`src/source/scanline_defines.svh`:
```
/*
  scanline emulator widths, thickness offsets and pipeline depths
*/
`ifndef SCANLINE_DEFINES_SVH
`define SCANLINE_DEFINES_SVH

// video data
`define COLOR_W 8              // bits per color channel
`define STR_W   8              // scanline strength and line position

// distance at which the dark band starts, per thickness
`define SL_OFS_THIN   8'h30
`define SL_OFS_NORMAL 8'h20
`define SL_OFS_THICK  8'h10

`define SL_PROFILE_W  8'h40    // ramp from band edge to full strength

// pipeline depths in clocks
`define CTRL_LAT  5
`define SHADE_LAT 3

`endif

```
`src/source/scanline_pkg.sv`:
```
/*
  scanline emulator types
  color and strength words, thickness and profile selections
*/
`include "scanline_defines.svh"

package scanline_pkg;

  typedef logic [`COLOR_W-1:0] color_t;
  typedef logic [`STR_W-1:0]   strength_t;

  typedef enum logic [1:0] {
    SL_THICK_NONE = 2'd0,  // scanlines off
    SL_THIN       = 2'd1,
    SL_NORMAL     = 2'd2,
    SL_THICK      = 2'd3
  } sl_thick_e;

  typedef enum logic {
    SL_PROF_RECT = 1'b0,   // linear ramp at the band edge
    SL_PROF_FLAT = 1'b1    // hard edge, full strength inside
  } sl_profile_e;

endpackage

```
`src/source/sl_profile_ctrl.sv`:
```
/*
  scanline profile controller
  folds the relative line position, applies thickness and profile and
  scales the result by the user strength
*/
`timescale 1ns/10ps
`include "scanline_defines.svh"

module sl_profile_ctrl import scanline_pkg::*; (
  input  logic              VCLK_i,
  input  logic              nVRST_i,

  input  logic              sl_en_i,
  input  sl_thick_e         sl_thick_i,
  input  sl_profile_e       sl_profile_i,
  input  logic [`STR_W-1:0] sl_rel_pos_i,
  input  strength_t         sl_strength_i,

  output logic              draw_sl_o,
  output strength_t         sl_str_o
);

  localparam logic [`STR_W-1:0] HALF_POS = 1'b1 << (`STR_W-1);

  // settings travel with the pixel
  sl_thick_e   thick_q1;
  sl_profile_e prof_q1;
  sl_profile_e prof_q2;
  logic [4:1]  en_q;
  strength_t   str_q [1:4];

  logic [`STR_W-1:0] dist_q1;   // folded distance to line center
  logic [`STR_W-1:0] d_q2;
  logic [`STR_W-1:0] d_q3;
  logic [`STR_W-1:0] shape_q4;
  logic [4:2]        draw_q;
  logic [4:2]        max_q;

  logic [`STR_W-1:0]   ofs_w;
  logic                thick_on_w;
  logic                top_w;
  logic [2*`STR_W-1:0] scaled_w;

  ////////////////////
  // offset select

  always_comb begin
    thick_on_w = 1'b1;
    case (thick_q1)
      SL_THIN:   ofs_w = `SL_OFS_THIN;
      SL_NORMAL: ofs_w = `SL_OFS_NORMAL;
      SL_THICK:  ofs_w = `SL_OFS_THICK;
      default: begin
        ofs_w      = '0;
        thick_on_w = 1'b0;  // never draws
      end
    endcase
  end

  assign top_w    = |d_q2[`STR_W-1 -: 3];      // beyond the flat-top edge
  assign scaled_w = shape_q4 * str_q[4];

  ////////////////////
  // datapath

  always_ff @(posedge VCLK_i) begin
    // 256 - pos in the lower half of the line
    dist_q1  <= (sl_rel_pos_i > HALF_POS) ? ~sl_rel_pos_i + 1'b1 : sl_rel_pos_i;
    d_q2     <= dist_q1 - ofs_w;
    d_q3     <= d_q2;
    shape_q4 <= {d_q3[5:0], d_q3[5:4]};  // 6 bit ramp stretched to 8 bit
    str_q[1] <= sl_strength_i;
    for (int i = 2; i <= 4; i++) begin
      str_q[i] <= str_q[i-1];
    end
  end

  ////////////////////
  // flags and output

  always_ff @(posedge VCLK_i or negedge nVRST_i) begin
    if (!nVRST_i) begin
      thick_q1  <= SL_THICK_NONE;
      prof_q1   <= SL_PROF_RECT;
      prof_q2   <= SL_PROF_RECT;
      en_q      <= '0;
      draw_q    <= '0;
      max_q     <= '0;
      draw_sl_o <= 1'b0;
      sl_str_o  <= '0;
    end else begin
      thick_q1 <= sl_thick_i;
      prof_q1  <= sl_profile_i;
      prof_q2  <= prof_q1;
      en_q     <= {en_q[3:1], sl_en_i};

      draw_q[2] <= thick_on_w && (dist_q1 > ofs_w);
      max_q[2]  <= dist_q1 >= ofs_w + `SL_PROFILE_W;

      if (prof_q2 == SL_PROF_FLAT) begin
        draw_q[3] <= draw_q[2] & top_w;
        max_q[3]  <= top_w;
      end else begin
        draw_q[3] <= draw_q[2];
        max_q[3]  <= max_q[2];
      end

      draw_q[4] <= draw_q[3];
      max_q[4]  <= max_q[3];

      draw_sl_o <= draw_q[4] & en_q[4];
      sl_str_o  <= max_q[4] ? str_q[4] : scaled_w[2*`STR_W-1:`STR_W];  // saturate
    end
  end

  // enable seen at the pixel's sampling edge gates its draw flag
  a_draw_needs_en: assert property (@(posedge VCLK_i) disable iff (!nVRST_i)
    draw_sl_o |-> $past(sl_en_i, `CTRL_LAT))
    else $error("scanline drawn without enable");

endmodule

```
`src/source/video_delay.sv`:
```
/*
  video delay line
  holds syncs, DE and RGB while the profile controller works
*/
`timescale 1ns/10ps
`include "scanline_defines.svh"

module video_delay import scanline_pkg::*; #(
  parameter int DEPTH = `CTRL_LAT
) (
  input  logic   VCLK_i,
  input  logic   nVRST_i,

  input  logic   hsync_i,
  input  logic   vsync_i,
  input  logic   de_i,
  input  color_t red_i,
  input  color_t green_i,
  input  color_t blue_i,

  output logic   hsync_o,
  output logic   vsync_o,
  output logic   de_o,
  output color_t red_o,
  output color_t green_o,
  output color_t blue_o
);

  logic [2:0] ctl_q [DEPTH];  // {hsync, vsync, de}
  color_t     red_q [DEPTH];
  color_t     green_q [DEPTH];
  color_t     blue_q [DEPTH];

  always_ff @(posedge VCLK_i or negedge nVRST_i) begin
    if (!nVRST_i) begin
      for (int i = 0; i < DEPTH; i++) begin
        ctl_q[i]   <= '0;
        red_q[i]   <= '0;
        green_q[i] <= '0;
        blue_q[i]  <= '0;
      end
    end else begin
      ctl_q[0]   <= {hsync_i, vsync_i, de_i};
      red_q[0]   <= red_i;
      green_q[0] <= green_i;
      blue_q[0]  <= blue_i;
      for (int i = 1; i < DEPTH; i++) begin
        ctl_q[i]   <= ctl_q[i-1];
        red_q[i]   <= red_q[i-1];
        green_q[i] <= green_q[i-1];
        blue_q[i]  <= blue_q[i-1];
      end
    end
  end

  assign {hsync_o, vsync_o, de_o} = ctl_q[DEPTH-1];
  assign red_o   = red_q[DEPTH-1];
  assign green_o = green_q[DEPTH-1];
  assign blue_o  = blue_q[DEPTH-1];

endmodule

```
`src/source/sl_pixel_shade.sv`:
```
/*
  scanline pixel shader
  darkens RGB by the scanline strength inside active video
*/
`timescale 1ns/10ps
`include "scanline_defines.svh"

module sl_pixel_shade import scanline_pkg::*; (
  input  logic      VCLK_i,
  input  logic      nVRST_i,

  input  logic      draw_sl_i,
  input  strength_t sl_str_i,

  input  logic      hsync_i,
  input  logic      vsync_i,
  input  logic      de_i,
  input  color_t    red_i,
  input  color_t    green_i,
  input  color_t    blue_i,

  output logic      hsync_o,
  output logic      vsync_o,
  output logic      de_o,
  output color_t    red_o,
  output color_t    green_o,
  output color_t    blue_o
);

  localparam int CARRY = `SHADE_LAT - 1;  // stages ahead of the output register

  // upper byte of color times factor
  function automatic color_t shade_mul(color_t col, strength_t fac);
    logic [`COLOR_W+`STR_W-1:0] prod;
    prod = col * fac;
    return prod[`COLOR_W+`STR_W-1:`STR_W];
  endfunction

  strength_t        fac_q1;
  color_t           red_sh_q2;
  color_t           green_sh_q2;
  color_t           blue_sh_q2;
  logic [CARRY-1:0] hs_q;
  logic [CARRY-1:0] vs_q;
  logic [CARRY-1:0] de_q;
  logic [CARRY-1:0] draw_q;
  color_t           red_q [CARRY];
  color_t           green_q [CARRY];
  color_t           blue_q [CARRY];

  logic sel_w;

  assign sel_w = de_q[CARRY-1] & draw_q[CARRY-1];

  ////////////////////
  // invert and multiply

  always_ff @(posedge VCLK_i) begin
    fac_q1      <= {`STR_W{1'b1}} - sl_str_i;
    red_sh_q2   <= shade_mul(red_q[0], fac_q1);
    green_sh_q2 <= shade_mul(green_q[0], fac_q1);
    blue_sh_q2  <= shade_mul(blue_q[0], fac_q1);
    red_q[0]    <= red_i;   // original pixel kept for bypass
    green_q[0]  <= green_i;
    blue_q[0]   <= blue_i;
    for (int i = 1; i < CARRY; i++) begin
      red_q[i]   <= red_q[i-1];
      green_q[i] <= green_q[i-1];
      blue_q[i]  <= blue_q[i-1];
    end
  end

  ////////////////////
  // select and output

  always_ff @(posedge VCLK_i or negedge nVRST_i) begin
    if (!nVRST_i) begin
      {hs_q, vs_q, de_q, draw_q} <= '0;
      {hsync_o, vsync_o, de_o}   <= '0;
      red_o   <= '0;
      green_o <= '0;
      blue_o  <= '0;
    end else begin
      hs_q    <= {hs_q[CARRY-2:0], hsync_i};
      vs_q    <= {vs_q[CARRY-2:0], vsync_i};
      de_q    <= {de_q[CARRY-2:0], de_i};
      draw_q  <= {draw_q[CARRY-2:0], draw_sl_i};
      hsync_o <= hs_q[CARRY-1];
      vsync_o <= vs_q[CARRY-1];
      de_o    <= de_q[CARRY-1];
      red_o   <= sel_w ? red_sh_q2 : red_q[CARRY-1];
      green_o <= sel_w ? green_sh_q2 : green_q[CARRY-1];
      blue_o  <= sel_w ? blue_sh_q2 : blue_q[CARRY-1];
    end
  end

  // a pixel is never brighter than the one that entered SHADE_LAT clocks ago
  a_never_brighter: assert property (@(posedge VCLK_i) disable iff (!nVRST_i)
    (red_o <= $past(red_i, `SHADE_LAT)) && (green_o <= $past(green_i, `SHADE_LAT)) &&
    (blue_o <= $past(blue_i, `SHADE_LAT)))
    else $error("shaded pixel brighter than its source");

endmodule

```
`src/source/scanline_emu.sv`:
```
/*
  scanline emulator top
  profile controller and video delay feed the pixel shader
*/
`timescale 1ns/10ps
`include "scanline_defines.svh"

module scanline_emu import scanline_pkg::*; (
  input  logic              VCLK_i,
  input  logic              nVRST_i,

  input  logic              hsync_i,
  input  logic              vsync_i,
  input  logic              de_i,
  input  color_t            red_i,
  input  color_t            green_i,
  input  color_t            blue_i,

  input  logic              sl_en_i,
  input  sl_thick_e         sl_thick_i,
  input  sl_profile_e       sl_profile_i,
  input  logic [`STR_W-1:0] sl_rel_pos_i,  // position within the line pair
  input  strength_t         sl_strength_i,

  output logic              hsync_o,
  output logic              vsync_o,
  output logic              de_o,
  output color_t            red_o,
  output color_t            green_o,
  output color_t            blue_o
);

  logic      draw_sl_w;
  strength_t sl_str_w;

  // video aligned to the controller result
  logic      dly_hs_w;
  logic      dly_vs_w;
  logic      dly_de_w;
  color_t    dly_red_w;
  color_t    dly_green_w;
  color_t    dly_blue_w;

  sl_profile_ctrl ctrl0 (
    .VCLK_i        (VCLK_i),
    .nVRST_i       (nVRST_i),
    .sl_en_i       (sl_en_i),
    .sl_thick_i    (sl_thick_i),
    .sl_profile_i  (sl_profile_i),
    .sl_rel_pos_i  (sl_rel_pos_i),
    .sl_strength_i (sl_strength_i),
    .draw_sl_o     (draw_sl_w),
    .sl_str_o      (sl_str_w)
  );

  video_delay #(
    .DEPTH (`CTRL_LAT)
  ) dly0 (
    .VCLK_i  (VCLK_i),
    .nVRST_i (nVRST_i),
    .hsync_i (hsync_i),
    .vsync_i (vsync_i),
    .de_i    (de_i),
    .red_i   (red_i),
    .green_i (green_i),
    .blue_i  (blue_i),
    .hsync_o (dly_hs_w),
    .vsync_o (dly_vs_w),
    .de_o    (dly_de_w),
    .red_o   (dly_red_w),
    .green_o (dly_green_w),
    .blue_o  (dly_blue_w)
  );

  sl_pixel_shade shade0 (
    .VCLK_i    (VCLK_i),
    .nVRST_i   (nVRST_i),
    .draw_sl_i (draw_sl_w),
    .sl_str_i  (sl_str_w),
    .hsync_i   (dly_hs_w),
    .vsync_i   (dly_vs_w),
    .de_i      (dly_de_w),
    .red_i     (dly_red_w),
    .green_i   (dly_green_w),
    .blue_i    (dly_blue_w),
    .hsync_o   (hsync_o),
    .vsync_o   (vsync_o),
    .de_o      (de_o),
    .red_o     (red_o),
    .green_o   (green_o),
    .blue_o    (blue_o)
  );

endmodule

```
`config.mk`:
```
export PLATFORM = sky130hd
export DESIGN_NAME = scanline_emu
export DESIGN_NICKNAME = d
export VERILOG_FILES = /design/src/source/scanline_pkg.sv /design/src/source/sl_profile_ctrl.sv /design/src/source/video_delay.sv /design/src/source/sl_pixel_shade.sv /design/src/source/scanline_emu.sv
export VERILOG_INCLUDE_DIRS = /design/src /design/src/source
export SDC_FILE = /design/constraint.sdc
export NUM_CORES = 1
export LEC_CHECK = 0
export BUFFER_PORTS_ARGS = -buffer_cell sky130_fd_sc_hd__buf_4
export CORE_ASPECT_RATIO = 0.7
export CORE_MARGIN = 5
export CORE_UTILIZATION = 40
export DETAILED_ROUTE_END_ITERATION = 8
export GPL_TIMING_DRIVEN = 0
export PLACE_DENSITY = 0.59
export SYNTH_ARGS = -nofsm -noshare
export SYNTH_HDL_FRONTEND = slang
export SYNTH_HIERARCHICAL = 1
export SYNTH_SLANG_ARGS = --single-unit
```
`constraint.sdc`:
```
create_clock -name VCLK_i -period 6 [get_ports VCLK_i]
set_input_delay 1.8 -clock VCLK_i [delete_from_list [all_inputs] [get_ports VCLK_i]]
set_output_delay 1.8 -clock VCLK_i [all_outputs]
set_load 0.02 [all_outputs]
```
==> metrics.txt <==
status completed; Yosys Warn Count 6; cell count after synthesis 1382; CTS tree done; # clock sinks 333; total global-route track usage around 14%; Root Driver clkbuf_16; CP peak stage delay 0.55 ns; Critical-path top delay cell fa_1; Final Wtd Congestion approximately 0.87; Max-cap violations 0; Setup crit start kind register; final setup vio count 0; reg2reg path depth 15; Finished Layout Cells 2063; Rows 62; Setup CP Type reg -> reg; Yosys top cell area share between 20% and 30%; clk_skew about 0.026 ns; Fin. Hold Viols 0; most used cell, CP fa_1; Syn-to-layout area delta 15.0%; Placed Instances about 2000; worst flop-to-flop path endpoint shade0/red_sh_q2[5]$_DFF_P_; Fin Setup TNS 0 ns; WL/cell 15.0 microns; worst-skew pair later-pin latency roughly 0.53 ns; multi-input logic area ~0.0079 sq mm; crit path max fanout 10; fin crit period ~5.1 ns; worst-path cell chain clkbuf_1 > nand2_1 > fa_1 > fa_1 > inv_1 > fa_1 > inv_1 > fa_1 > inv_1 > ha_1 > nand2_1 > o21ai_0 > a221oi_2 > o21ai_0 > xor2_1; Tightest Pin Transition about 0.85 ns; chip width approximately 250 microns; antenna cells 0; # IOs between 70 and 80; Synth area leader dfrtp_1; Post-Synthesis Net Count 1708; fin. max-slew vios 0; commonest cells after routing, fill and taps aside inv_1, dfrtp_1, and2_1; Post-CTS Setup Inserts 0; Worst slew margin a little over two fifths; synthesized flop and latch total 333; Top delay family on crit path adder cells; Buf/Inv on CP 4; Worst R2R Start shade0/fac_q1[7]$_DFF_P_; most common cell after layout, fill and taps aside inv_1; synthesized area per cell 11.9 sq um; sequential cell area 0.00763 sq mm; cts repair resizes 0; Initial Util between 40 and 50%; Initial DRC Count between 500 and 600; register area share after synthesis 46.2%; Fillers roughly 3700; WL final 31.0 mm; critical path depth 15; CP endpoint kind register; synth unique cells just over 70; H-tree depth 2; EDFF count, synth 0; Post-synth top flop dfrtp_1; fin util a little under half; RSZ-0062 raised after global routing no; drt drc 0; DP HPWL 23.1 mm; initial antenna violation count 0; R2R Setup Slk 0.90 ns; Crit path arrival time about 5.5 ns; fraction of registers with async set/reset a little under 60%; Tcrit/Tclk final between 80% and 90%; largest net degree at the start of global routing 124; Die Footprint ~0.045 sq mm; CTS Hold Buffers Added 0; GRT overflow 0; ranking of synthesized cells by area dfrtp_1, fa_1, dfxtp_1, ha_1, and2_1; Post-DRT Antenna Nets 0; critical path data required time 6.41 ns; Netlist Area Pre-Place 0.0165 sq mm; DR vias/cell about 4.7; first-pass GRT wire length approximately 53 mm; worst hold path class reg -> reg; share of layout cells above drive strength 1 13.0%; port bufs 75; chip height about 180 microns; Vias 9634; total CTS buffers 34; vias in the first global route slightly above 10000; fmax approximately 0.2 GHz; Clock transition at path regs approximately 0.06 ns; WHS Path Cells 0; Core ar. 0.0409 sq mm; deepest clock path buffer count 3; Worst Hold End ctrl0/shape_q4[5]$_DFF_P_; hold_sp ctrl0/d_q3[3]$_DFF_P_; fin nets about 1800; DRT Pass-1 Iters 5
## cell families (layout without fill, tap and decap cells)
| family | count (synthesis) | in the layout | synth area share (%) |
|---|---|---|---|
| xor+xnor | 28 | 28 | 1.49 |
| mux | 26 | 26 | 1.77 |
| compound gates | 119 | 119 | 5.23 |
| flops | 333 | 333 | 46.2 |
| fa+ha+maj | 277 | 277 | 27.4 |
| buf+inv | 241 | 378 | 6.04 |
| simple gates | 358 | 358 | 11.8 |
## cell usage after synthesis, drive strengths merged, types with 2 or more instances
library cell,count
inv,195
dfrtp,193
and2,178
fa,141
dfxtp,140
ha,136
nand2,92
a21oi,32
nor2,31
buf,26
mux2,25
clkbuf,19
xnor2,19
a21o,16
o21ai,14
nor3,10
nand3,9
xor2,9
o21a,7
nand4,6
o21bai,6
o31ai,6
a211oi,5
a221oi,4
a31oi,4
and3,4
and4,4
nand2b,4
and3b,3
nor2b,3
o211ai,3
or3,3
or4,3
a211o,2
a21boi,2
a221o,2
a311oi,2
nand4b,2
o22ai,2
o311ai,2
or2,2
## stage by stage
step	cell area [sq um]	hold slack, ns	worst slack [ns]
3_3_place_gp	17700	0.310	1.02
2_1_floorplan	16500	0.310	1.55
4_1_cts	19000	0.324	0.939
5_1_grt	19000	0.329	0.676
3_5_place_dp	17800	0.312	0.969
6_report	19000	0.322	0.897
## state kept, by name (all words and copies together), names as in the netlist, 12 cells and up
| signal | flops |
|---|---|
| dly0/green_q | 32 |
| shade0/green_q | 16 |
| dly0/ctl_q | 12 |
| dly0/red_q | 32 |
| shade0/blue_q | 16 |
| ctrl0/str_q | 32 |
| dly0/blue_q | 32 |
| shade0/red_q | 16 |
## worst max path at each step
stage                              from                            end  slack, ns
2_1_floorplan  shade0/fac_q1[7]$_DFF_P_  shade0/green_sh_q2[3]$_DFF_P_       1.55
3_3_place_gp   shade0/fac_q1[7]$_DFF_P_  shade0/green_sh_q2[3]$_DFF_P_       1.02
3_5_place_dp   shade0/fac_q1[7]$_DFF_P_    shade0/red_sh_q2[7]$_DFF_P_       0.97
4_1_cts        shade0/fac_q1[7]$_DFF_P_  shade0/green_sh_q2[3]$_DFF_P_       0.94
5_1_grt        shade0/fac_q1[7]$_DFF_P_    shade0/red_sh_q2[5]$_DFF_P_       0.68
6_report       shade0/fac_q1[7]$_DFF_P_    shade0/red_sh_q2[5]$_DFF_P_       0.90
## final cells by class
type	count	share of cell area (%)
inverters	196	3.88
flip-flops and latches	333	40.2
repair buffers	76	3.15
clock buffers	43	4.82
clock inverters	18	1.48
multi-input cells	808	41.5
well taps	544	3.59
plain buffers	45	1.38
## per-layer routing
layer	routed length (microns)	share of wire, %	track usage, %
met1	15700	51	21.9
met2	13000	42	20.5
met3	1740	5.6	3.28
met4	562	1.8	3.28
met5	0	0	0
Power is not shown: default switching activity piles up to over one toggle a cycle in this logic, so the estimate is an artifact.
